### src/cpu16_pkg.sv
/*
 * Shared sizes, opcode encoding and instruction word layouts
 * Datapath command bundle and controller state type
 */
package cpu16_pkg;

    localparam int data_w = 16;
    localparam int addr_w = 16;
    localparam int reg_n  = 8;
    localparam int idx_w  = $clog2(reg_n);
    localparam int imm_w  = 8;

    // Codes 0 and b..e are not assigned and act as halt
    typedef enum logic [3:0] {
        op_ldi  = 4'h1,
        op_add  = 4'h2,
        op_sub  = 4'h3,
        op_and  = 4'h4,
        op_or   = 4'h5,
        op_xor  = 4'h6,
        op_ld   = 4'h7,
        op_st   = 4'h8,
        op_jrz  = 4'h9,
        op_jrnz = 4'ha,
        op_halt = 4'hf
    } opcode_t;

    // Register format: rd <= rd op rs, or memory through rs
    typedef struct packed {
        opcode_t          op;
        logic [idx_w-1:0] rd;
        logic [idx_w-1:0] rs;
        logic [5:0]       spare;
    } instr_r_t;

    // Immediate format: load immediate and relative jumps
    typedef struct packed {
        opcode_t                 op;
        logic [idx_w-1:0]        rd;
        logic                    spare;
        logic signed [imm_w-1:0] imm;
    } instr_i_t;

    typedef union packed {
        instr_r_t r;
        instr_i_t i;
    } instr_t;

    typedef enum logic [2:0] {
        alu_pass = 3'd0,
        alu_add  = 3'd1,
        alu_sub  = 3'd2,
        alu_and  = 3'd3,
        alu_or   = 3'd4,
        alu_xor  = 3'd5
    } alu_op_t;

    typedef enum logic [1:0] {wr_alu, wr_imm, wr_mem} wr_sel_t;

    typedef enum logic {addr_pc, addr_reg} addr_sel_t;

    typedef struct packed {
        logic      reg_we;
        wr_sel_t   wr_sel;
        alu_op_t   alu_op;
        logic      flag_we;
        logic      mem_rd;
        logic      mem_wr;
        addr_sel_t addr_sel;
    } ctrl_t;

    typedef enum logic [2:0] {s_fetch, s_decode, s_exec, s_mem, s_halted} state_t;

endpackage

### src/cpu16.sv
/*
 * Core top level with the RAM port and register dump port
 * Controller, register file, ALU and memory controller
 */
`timescale 1ns/10ps

module cpu16
    import cpu16_pkg::*;
(
    input  logic              clk,
    input  logic              rst_n,
    input  logic              cen,

    output logic [addr_w-1:0] ram_addr,
    input  logic [data_w-1:0] ram_dout,
    output logic [data_w-1:0] ram_din,
    output logic              ram_we,
    // Register dump
    input  logic [idx_w-1:0]  dmp_addr,
    output logic [data_w-1:0] dmp_dout,

    output logic              halted
);

ctrl_t             ctl;
logic [addr_w-1:0] pc;
logic [idx_w-1:0]  rs_idx, rd_idx;
logic [data_w-1:0] imm, rs_val, rd_val;
logic [data_w-1:0] alu_out, rdata;
logic              z, c;

cpu16_ctrl u_ctrl(
    .clk        ( clk       ),
    .rst_n      ( rst_n     ),
    .cen        ( cen       ),
    .rdata      ( rdata     ),
    .z          ( z         ),
    .c          ( c         ),
    .ctl        ( ctl       ),
    .pc         ( pc        ),
    .rs_idx     ( rs_idx    ),
    .rd_idx     ( rd_idx    ),
    .imm        ( imm       ),
    .halted     ( halted    )
);

cpu16_regs u_regs(
    .clk        ( clk       ),
    .rst_n      ( rst_n     ),
    .cen        ( cen       ),
    .ctl        ( ctl       ),
    .rs_idx     ( rs_idx    ),
    .rd_idx     ( rd_idx    ),
    .alu_out    ( alu_out   ),
    .imm        ( imm       ),
    .rdata      ( rdata     ),
    .dmp_addr   ( dmp_addr  ),
    .rs_val     ( rs_val    ),
    .rd_val     ( rd_val    ),
    .dmp_dout   ( dmp_dout  )
);

// Destination register is the left operand
cpu16_alu u_alu(
    .clk        ( clk       ),
    .rst_n      ( rst_n     ),
    .cen        ( cen       ),
    .ctl        ( ctl       ),
    .a          ( rd_val    ),
    .b          ( rs_val    ),
    .result     ( alu_out   ),
    .z          ( z         ),
    .c          ( c         )
);

cpu16_ramctl u_ramctl(
    .clk        ( clk       ),
    .rst_n      ( rst_n     ),
    .cen        ( cen       ),
    .ctl        ( ctl       ),
    .pc         ( pc        ),
    .rs_val     ( rs_val    ),
    .rd_val     ( rd_val    ),
    .ram_dout   ( ram_dout  ),
    .ram_addr   ( ram_addr  ),
    .ram_din    ( ram_din   ),
    .ram_we     ( ram_we    ),
    .rdata      ( rdata     )
);

endmodule

### src/cpu16_alu.sv
/*
 * Combinational add, subtract and logic operations
 * Registered zero and carry flags
 */
`timescale 1ns/10ps

module cpu16_alu
    import cpu16_pkg::*;
(
    input  logic              clk,
    input  logic              rst_n,
    input  logic              cen,
    input  ctrl_t             ctl,
    input  logic [data_w-1:0] a,
    input  logic [data_w-1:0] b,
    output logic [data_w-1:0] result,
    output logic              z,
    output logic              c
);

// One extra bit on top holds carry or borrow
logic [data_w:0] wide;

always_comb begin
    case (ctl.alu_op)
        alu_add: wide = {1'b0, a} + {1'b0, b};
        alu_sub: wide = {1'b0, a} - {1'b0, b};
        alu_and: wide = {1'b0, a & b};
        alu_or:  wide = {1'b0, a | b};
        alu_xor: wide = {1'b0, a ^ b};
        default: wide = {1'b0, b};
    endcase
end

assign result = wide[data_w-1:0];

// Logic operations clear C since the top bit is zero
always_ff @(posedge clk) begin
    if (!rst_n) begin
        z <= 1'b0;
        c <= 1'b0;
    end else if (cen && ctl.flag_we) begin
        z <= result == '0;
        c <= wide[data_w];
    end
end

endmodule

### src/cpu16_ctrl.sv
/*
 * Instruction sequencer: fetch, decode, exec and mem states
 * Program counter with relative jumps on the Z flag
 * Opcode to datapath command decoding
 */
`timescale 1ns/10ps

module cpu16_ctrl
    import cpu16_pkg::*;
(
    input  logic              clk,
    input  logic              rst_n,
    input  logic              cen,
    input  logic [data_w-1:0] rdata,
    input  logic              z,
    input  logic              c,
    output ctrl_t             ctl,
    output logic [addr_w-1:0] pc,
    output logic [idx_w-1:0]  rs_idx,
    output logic [idx_w-1:0]  rd_idx,
    output logic [data_w-1:0] imm,
    output logic              halted
);

state_t            state;
instr_t            ir;
instr_t            cur;
logic              ld_pend;
logic              taken;
logic              is_halt;
logic [addr_w-1:0] pc_inc;
logic [addr_w-1:0] pc_jmp;

// Word read at pc reaches rdata in exec, ir keeps it afterwards
assign cur = (state == s_exec) ? instr_t'(rdata) : ir;

assign rs_idx = cur.r.rs;
assign rd_idx = cur.r.rd;
assign imm    = {{(data_w-imm_w){cur.i.imm[imm_w-1]}}, cur.i.imm};
assign halted = state == s_halted;

// Both jumps in this set test Z
assign taken = (cur.r.op == op_jrz  &&  z) ||
               (cur.r.op == op_jrnz && !z);

assign pc_inc = pc + addr_w'(1);
assign pc_jmp = pc_inc + {{(addr_w-imm_w){cur.i.imm[imm_w-1]}}, cur.i.imm};

always_comb begin
    ctl          = '0;
    ctl.wr_sel   = wr_alu;
    ctl.addr_sel = addr_pc;
    is_halt      = 1'b0;

    case (cur.r.op)
        op_add:  ctl.alu_op = alu_add;
        op_sub:  ctl.alu_op = alu_sub;
        op_and:  ctl.alu_op = alu_and;
        op_or:   ctl.alu_op = alu_or;
        op_xor:  ctl.alu_op = alu_xor;
        default: ctl.alu_op = alu_pass;
    endcase

    case (state)
        s_fetch: begin
            // Load data from the previous instruction is on rdata now
            if (ld_pend) begin
                ctl.reg_we = 1'b1;
                ctl.wr_sel = wr_mem;
            end
        end
        s_exec: begin
            case (cur.r.op)
                op_ldi: begin
                    ctl.reg_we = 1'b1;
                    ctl.wr_sel = wr_imm;
                end
                op_add, op_sub, op_and, op_or, op_xor: begin
                    ctl.reg_we  = 1'b1;
                    ctl.flag_we = 1'b1;
                end
                op_ld: begin
                    ctl.mem_rd   = 1'b1;
                    ctl.addr_sel = addr_reg;
                end
                op_st: begin
                    ctl.mem_wr   = 1'b1;
                    ctl.addr_sel = addr_reg;
                end
                op_jrz, op_jrnz: ;  // pc update only
                default: is_halt = 1'b1;
            endcase
        end
        default: ;
    endcase
end

always_ff @(posedge clk) begin
    if (!rst_n) begin
        state   <= s_fetch;
        pc      <= '0;
        ld_pend <= 1'b0;
    end else if (cen) begin
        case (state)
            s_fetch: begin
                state   <= s_decode;
                ld_pend <= 1'b0;
            end
            s_decode: state <= s_exec;
            s_exec: begin
                ld_pend <= ctl.mem_rd;
                if (is_halt) begin
                    state <= s_halted;
                end else begin
                    state <= (ctl.mem_rd || ctl.mem_wr) ? s_mem : s_fetch;
                    pc    <= taken ? pc_jmp : pc_inc;
                end
            end
            s_mem:   state <= s_fetch;
            default: state <= s_halted;
        endcase
    end
end

// Instruction held for the mem cycle and the load write-back
always_ff @(posedge clk) begin
    if (cen && state == s_exec) begin
        ir <= cur;
    end
end

endmodule

### src/cpu16_ramctl.sv
/*
 * RAM address and write data selection
 * Read data register, one cycle behind ram_dout
 */
`timescale 1ns/10ps

module cpu16_ramctl
    import cpu16_pkg::*;
(
    input  logic              clk,
    input  logic              rst_n,
    input  logic              cen,
    input  ctrl_t             ctl,
    input  logic [addr_w-1:0] pc,
    input  logic [data_w-1:0] rs_val,
    input  logic [data_w-1:0] rd_val,
    input  logic [data_w-1:0] ram_dout,
    output logic [addr_w-1:0] ram_addr,
    output logic [data_w-1:0] ram_din,
    output logic              ram_we,
    output logic [data_w-1:0] rdata
);

// Loads and stores go through the source register
assign ram_addr = (ctl.addr_sel == addr_reg) ? addr_w'(rs_val) : pc;

// Store data always comes from the destination register
assign ram_din = rd_val;
assign ram_we  = ctl.mem_wr;

// Instruction words and load data both pass through here
always_ff @(posedge clk) begin
    if (!rst_n) begin
        rdata <= '0;
    end else if (cen) begin
        rdata <= ram_dout;
    end
end

endmodule

### src/cpu16_regs.sv
/*
 * Eight general registers, two read ports and one write port
 * Write source select and register dump read port
 */
`timescale 1ns/10ps

module cpu16_regs
    import cpu16_pkg::*;
(
    input  logic              clk,
    input  logic              rst_n,
    input  logic              cen,
    input  ctrl_t             ctl,
    input  logic [idx_w-1:0]  rs_idx,
    input  logic [idx_w-1:0]  rd_idx,
    input  logic [data_w-1:0] alu_out,
    input  logic [data_w-1:0] imm,
    input  logic [data_w-1:0] rdata,
    input  logic [idx_w-1:0]  dmp_addr,
    output logic [data_w-1:0] rs_val,
    output logic [data_w-1:0] rd_val,
    output logic [data_w-1:0] dmp_dout
);

logic [data_w-1:0] regs [reg_n];
logic [data_w-1:0] wr_data;

always_comb begin
    case (ctl.wr_sel)
        wr_imm:  wr_data = imm;
        wr_mem:  wr_data = rdata;
        default: wr_data = alu_out;
    endcase
end

always_ff @(posedge clk) begin
    if (!rst_n) begin
        regs <= '{default: '0};
    end else if (cen && ctl.reg_we) begin
        regs[rd_idx] <= wr_data;
    end
end

assign rs_val = regs[rs_idx];
assign rd_val = regs[rd_idx];

// Dump port has its own index, the core never sees it
assign dmp_dout = regs[dmp_addr];

endmodule

### config.mk
export PLATFORM = sky130hd
export DESIGN_NAME = cpu16
export DESIGN_NICKNAME = d
export VERILOG_FILES = /design/src/cpu16_pkg.sv /design/src/cpu16.sv /design/src/cpu16_alu.sv /design/src/cpu16_ctrl.sv /design/src/cpu16_ramctl.sv /design/src/cpu16_regs.sv
export SDC_FILE = /design/constraint.sdc
export NUM_CORES = 1
export LEC_CHECK = 0
export BUFFER_PORTS_ARGS = -buffer_cell sky130_fd_sc_hd__buf_4
export CELL_PAD_IN_SITES_DETAIL_PLACEMENT = 0
export CELL_PAD_IN_SITES_GLOBAL_PLACEMENT = 1
export CORE_MARGIN = 1
export CORE_UTILIZATION = 45
export CTS_CLUSTER_DIAMETER = 50
export DETAILED_ROUTE_END_ITERATION = 8
export MAX_ROUTING_LAYER = met4
export PLACE_DENSITY_LB_ADDON = 0.1
export SLEW_MARGIN = 20
export SYNTH_ARGS = -nofsm -noshare
export SYNTH_HDL_FRONTEND = slang
export SYNTH_SLANG_ARGS = --single-unit
### constraint.sdc
create_clock -name clk -period 7.07 [get_ports clk]
set_input_delay 1.414 -clock clk [delete_from_list [all_inputs] [get_ports clk]]
set_output_delay 1.414 -clock clk [all_outputs]
set_load 0.1 [all_outputs]
# == After elaboration in Yosys (flattened, before gate mapping) ==
# Index checks and enable logic that the tools add are counted.
# totals
register_bits,181
output_inout_bits,50
elab_cells,101
inputBits,22
# op_classes
n_lt_le_gt_ge,4
bitwise_logic,7
reduce_logical,18
muxes,33
n_addsub,4
eq_ne,21
# op_table
op,n
$mux 16,10
$bmux 16 s3,3
$bwmux 128,1
$pmux 16 s5,1
$demux 16 s3,1
$add 16x16->16,2
$pmux 16 s2,1
$add 16x1->16 const B,1
$and 16x16->16,1
$eq 4x3->1 const B,4
$logic_not 16->1,1
$or 16x16->16,1
$sub 16x16->16,1
$xor 16x16->16,1
$pmux 3 s5,1
$eq 3x2->1 const B,4
$eq 4x4->1 const B,3
$ge 4x4->1 const B,3
$not 3->4,3
$pmux 3 s4,1
$reduce_or 10->1,1
$eq 3x3->1 const B,3
$eq 4x2->1 const B,2
$mux 1,8
other kinds (21),29

# == Longest topological paths before layout ==
# depth
depth_word,10
ltp_mapped,27
mapped_depth_nobuf,21

# == Modules after synthesis ==
# Synthesis repeated with hierarchy kept, for this count alone.
# hier_totals
hier_cells,1360
area_unflattened_um2,13983.4
# by_module_without_submodules
mod,cells_per_inst,n_inst,area_each_um2,seq_area_each_um2
cpu16_regs,541,1,7492.2,2562.5
cpu16_ctrl,380,1,2971.6,880.8
cpu16_alu,353,1,2527.4,40.0
cpu16_ramctl,86,1,992.2,320.3

# == Least setup slack after synthesis ==
# OpenSTA, ideal clock, no wires.
# synth_timing
kind,register to register
start,register u_ctrl.state[2]
end,register u_regs.regs[110] (netlist bit)
arrival_ns,7.418
setup_ns,0.135
path_stages_with_launch,24
slack_ns,-0.483
synth_period_minus_slack_ns,7.553
cell_sequence,dfxtp_1 > buf_2 > or3b_1 > buf_2 > buf_2 > mux2i_1 > inv_1 > clkbuf_1 > buf_1 > mux2i_1 > a211oi_1 > inv_1 > ha_1 > fa_1 > nor2b_1 > o31a_1 > o221a_2 > o21ai_0 > o21ai_0 > a31oi_1 > xor2_1 > o21ai_0 > o211ai_1 > o21ai_0
# synth_via
elab_chain_cells,10
word_cells_on_any_way,43
cone_classes,add/sub (2); order compare (2); eq/ne (14); mux (16); bitwise (5); reduce/logical (4)
# synth_rtl
item,line_no,text
from (decl),cpu16_ctrl.sv:25,state_t state;
from (signal assigned),cpu16_ctrl.sv:100,state <= s_fetch;
from (signal assigned),cpu16_ctrl.sv:106,state <= s_decode;
from (signal assigned),cpu16_ctrl.sv:113,state <= s_halted;
$eq 3x2->1 *,cpu16_ctrl.sv:35,assign cur = (state == s_exec) ? instr_t'(rdata) : ir;
$mux 16 *,cpu16_ctrl.sv:35,
net rd_idx[1],cpu16.sv:27,"logic [idx_w-1:0] rs_idx, rd_idx;"
$not 3->4 (not written as such) *,cpu16_regs.sv:45,assign rd_val = regs[rd_idx];
$bmux 16 s3 *,cpu16_regs.sv:45,
$mux 16 (not written as such) * (2 in a row),cpu16_regs.sv:45,
net ram_din[0],cpu16.sv:16,"output logic [data_w-1:0] ram_din,"
$sub 16x16->16 or $add 16x16->16 (tied branches),"cpu16_alu.sv:27, cpu16_alu.sv:26",
$pmux 16 s5 *,cpu16_alu.sv:25,case (ctl.alu_op)
$pmux 16 s2 *,cpu16_regs.sv:29,case (ctl.wr_sel)
$bwmux 128 *,cpu16_regs.sv:40,regs[rd_idx] <= wr_data;
"to (signal, indexed assignment)",cpu16_regs.sv:40,
to (decl),cpu16_regs.sv:25,logic [data_w-1:0] regs [reg_n];
# The timed path passes the listed nets; every way through them passes the cells marked *. The select of a mux whose other input is x is not followed.
# A chain may end at the register's enable or synchronous reset.

# == Final worst setup path ==
# layout_timing
start,register u_ctrl.state[2]
end,register u_regs.regs[78] (netlist bit)
# layout_via
elab_chain_cells,10
word_cells_on_any_way,43
cone_classes,add/sub (2); order compare (2); eq/ne (14); mux (16); bitwise (5); reduce/logical (4)
# layout_rtl
item,line_no,text
$eq 3x2->1,"cpu16_ctrl.sv:35, cpu16_ctrl.sv:64",
$mux 16,cpu16_ctrl.sv:35,
$not 3->4 (on tied branches),"cpu16_regs.sv:40, cpu16_regs.sv:45, cpu16_regs.sv:44",
$bmux 16 s3 (on tied branches),"cpu16_regs.sv:45, cpu16_regs.sv:44",
$mux 16 (on tied branches) (2 in a row),"cpu16_regs.sv:45, cpu16_regs.sv:44",
"$sub 16x16->16, or another cell as far along",cpu16_alu.sv:27,"alu_sub: wide = {1'b0, a} - {1'b0, b};"
$pmux 16 s5,cpu16_alu.sv:25,
$pmux 16 s2,cpu16_regs.sv:29,
$bwmux 128,cpu16_regs.sv:40,
# Several ways; a longest one is shown, not always the timed one. The select of a mux whose other input is x is not followed.

==> impl_metrics.tcl <==
set metrics [dict create \
    setup_viol 0 \
    p_clk_frac 0.393 \
    critPathMaxFanout 14 \
    nFillCells 2970 \
    grt_setup_unrepaired "false" \
    max-vdd-ir-drop_v 0.000183 \
    ios 72 \
    crit_type "flop to flop" \
    max_slew.worst_pin.slew_ps 1100 \
    timing.fmax_mhz 157 \
    die_h_um 175 \
    fp.dieW_um 175 \
    via_per_inst 6.30 \
    grtUsageMet2 0.565 \
    netlist_instances 1729 \
    post-place-ws_ps 869 \
    synth-edff-count 16 \
    hold_viol_final 0 \
    pwr-share-comb 0.197 \
    final_nets 1838 \
    hold_depth 2 \
    globalplace.congestion 0.938 \
    grt_use_met1 0.447 \
    remaining_drc_errors 0 \
    async_flop_share 0 \
    io_buffers 71 \
    cts_buffers 17 \
    intPower_mw 1.73 \
    dr.pass1.iters 6 \
    outcome "finished, final reports clean" \
    clkTransAtPathRegs_ps 80 \
    crit_top_cell "o21ai_0" \
    cts_tree "yes" \
    p_per_area_nw_per_um2 172 \
    min-delay-start "u_regs.regs[91]$_SDFFE_PN0P_" \
    dp.final_hpwl_um 38500 \
    synth.net_count 1820 \
    crit_slowest_cell "a31oi_1" \
    r2r_start "u_ctrl.state[2]$_SDFFE_PN0P_" \
    critPathLaunch "u_ctrl.state[2]$_SDFFE_PN0P_" \
    cts_root_buf "clkbuf_16" \
    die_area_um2 30800 \
    fin_ws_ps 684 \
    synth_ff_type "dfxtp_1" \
    p_sw_frac 0.333 \
    period_share 0.903 \
    insertion_delay_ps 460 \
    top_usage_layer "met2" \
    ys_ff_latch 181 \
    cp.arrival_ps 6690 \
    initial_utilization 0.457 \
    setup_tns_ps 0 \
    grt_use_total 0.361 \
    synth_cell_types 81 \
    critical_path.max_stage_delay_ps 790 \
    slew_headroom 0.265 \
    clockBufferDepth 2 \
    critPathRequiredTime_ps 7380 \
    dr.first_iter.drc_count 1293 \
    ant_nets 0 \
    r2r_cells 21 \
    num_antenna_cells 0 \
    vias 13600 \
    routed_wl_um 53700 \
    power.total_mw 2.59 \
    seq_power_share 0.409 \
    grt_max_degree 81 \
    htreeDepth 4 \
    use_met3 0.0710 \
    drive_above_1_share 0.136 \
    synth_warnings 0 \
    cts_resized 0 \
    ctsHoldBuffers 0 \
    synth_area_um2 13500 \
    hold-worst-slack_ps 489 \
    num_rows 63 \
    hold_class "flop to flop" \
    cap_violations 0 \
    drv_slew 0 \
    switchingPower_uw 862 \
    avgSynthCellArea_um2 7.83 \
    grt_pass1_vias 12800 \
    grt_first_pass_wirelength_um 80500 \
    cts_sinks 181 \
    ys_seq_area_frac 0.280 \
    routedWlPerCell_um 25.0 \
    coreArea_um2 29600 \
    post_cts_buffers 0 \
    crit_chain "or3b_1 -> mux2i_4 -> inv_2 -> buf_4 -> and3_1 -> a311oi_1 -> a31oi_1 -> nand2_1 -> o21ai_0 -> xnor2_1 -> ha_1 -> o21a_1 -> o31a_1 -> o221a_2 -> o21ai_0 -> o21ai_0 -> a31oi_1 -> xor2_1 -> o21ai_0 -> o211ai_1 -> o21ai_0" \
    period_needed_ps 6390 \
    syn2layout_area_growth_pct 11.3 \
    crit_path_end_kind "flop" \
    clock_skew_ps 13.0 \
    antenna_found_initial 0 \
    crit_path_start_kind "flop" \
    p_leak_nw 5.81 \
    stdcell_count 2150 \
    grt_overflow 0 \
    dp.cells 2118 \
]
-- placed cells by master, fill, tap and decap left out, drive strengths merged, types with 21 or more instances in the layout --
master | synthesis | final
a21oi | 153 | 153
o21ai | 71 | 71
mux2 | 21 | 21
nand2 | 314 | 314
nand3 | 68 | 68
mux2i | 71 | 71
o22ai | 22 | 22
inv | 62 | 70
dfxtp | 165 | 165
nor2 | 178 | 178
mux4 | 41 | 41
xor2 | 22 | 22
ha | 67 | 67
xnor2 | 31 | 31
buf | 30 | 110
a211oi | 36 | 36
nor3 | 30 | 30
-- synthesized netlist by cell type (8+ instances only) --
master / instances / share of area
edfxtp_1: 16 / 0.036
mux2_2: 21 / 0.017
nand2_1: 314 / 0.087
a32oi_1: 11 / 0.0071
a211oi_1: 36 / 0.020
a21oi_1: 152 / 0.056
nand2b_1: 13 / 0.0060
a21o_1: 9 / 0.0050
nand3_1: 68 / 0.025
nor3b_1: 8 / 0.0044
mux4_2: 41 / 0.068
a221oi_1: 16 / 0.010
dfxtp_1: 165 / 0.24
a22oi_1: 9 / 0.0050
mux2i_1: 66 / 0.049
buf_2: 11 / 0.0041
o221ai_1: 11 / 0.0071
or3_1: 11 / 0.0051
o21ai_1: 14 / 0.0052
buf_1: 15 / 0.0042
o21ai_0: 57 / 0.021
a31oi_1: 16 / 0.0074
nor2_1: 177 / 0.049
nor2b_1: 8 / 0.0037
xnor2_1: 31 / 0.020
xor2_1: 22 / 0.014
and3_1: 13 / 0.0060
ha_1: 67 / 0.062
and2_1: 10 / 0.0046
nand3b_1: 8 / 0.0044
clkbuf_1: 81 / 0.022
nor3_1: 30 / 0.011
o22ai_1: 22 / 0.010
o211ai_1: 12 / 0.0067
o21a_1: 11 / 0.0061
inv_1: 58 / 0.016
-- sequential cells by signal, summed over array words and instances (netlist names) --
signal and count:
u_ctrl.ld_pend 1, u_ctrl.pc 16, u_regs.regs 128, u_ctrl.state 3, u_alu.z 1, u_ramctl.rdata 16, u_ctrl.ir 16
-- metal layers --
layer	routed length, um	up-vias
met4	2550	0
met3	4030	136
met5	0	-
met2	24800	595
li1	-	6268
met1	22300	6555
-- logic make-up (layout without fill, tap and decap cells) --
family / after synthesis / in the layout / share of synthesized area
XOR/XNOR: 53 / 53 / 0.0343
AO/OA/AOI/OAI: 429 / 429 / 0.205
adder cells (fa/ha/maj): 69 / 69 / 0.0649
flip-flops: 181 / 181 / 0.280
multiplexers: 133 / 133 / 0.141
buffers and inverters: 173 / 204 / 0.0507
AND/OR/NAND/NOR: 691 / 691 / 0.224
-- critical path: cells and delay by family, from the launching register on --
kind | cells | cell delay, ps
AO/OA/AOI/OAI | 12 | 3220
AND/OR/NAND/NOR | 3 | 1010
buffers and inverters | 2 | 590
flip-flops | 1 | 390
adder cells (fa/ha/maj) | 1 | 390
multiplexers | 1 | 350
XOR/XNOR | 2 | 260
-- cell type report --
type / count / area (um2) / share of cell area
clock buffer: 19 / 454 / 0.0301
clock inverter: 13 / 136 / 0.00905
inverter: 62 / 235 / 0.0156
multi-input combinational: 1375 / 9140 / 0.607
sequential: 181 / 3780 / 0.251
tap: 390 / 488 / 0.0324
timing repair buffer: 110 / 826 / 0.0548
-- power by group through the flow --
stage	registers [mW]	clock network [mW]	logic [mW]
2_1_floorplan	1.07	0	0.352
3_3_place_gp	1.08	0	0.500
3_5_place_dp	1.08	0	0.500
4_1_cts	1.06	1.03	0.503
5_1_grt	1.06	1.07	0.544
6_report	1.06	1.02	0.511
-- through the flow --
stage	utilization	instance area [um2]
floorplan	-	13600
global placement	0.488	14500
detailed placement	0.488	14500
CTS	0.508	15100
global route	0.508	15100
finish	0.508	15100
-- path summary, 6_finish.rpt --
| path | endpoint | slack (ps) |
|---|---|---|
| max | u_regs.regs[78]$_SDFFE_PN0P_ | 680 |
| min | u_regs.regs[91]$_SDFFE_PN0P_ | 490 |
| max reg2reg | u_regs.regs[78]$_SDFFE_PN0P_ | 680 |
| min reg2reg | u_regs.regs[91]$_SDFFE_PN0P_ | 490 |
Note: power is estimated with default switching activity, not from simulation.
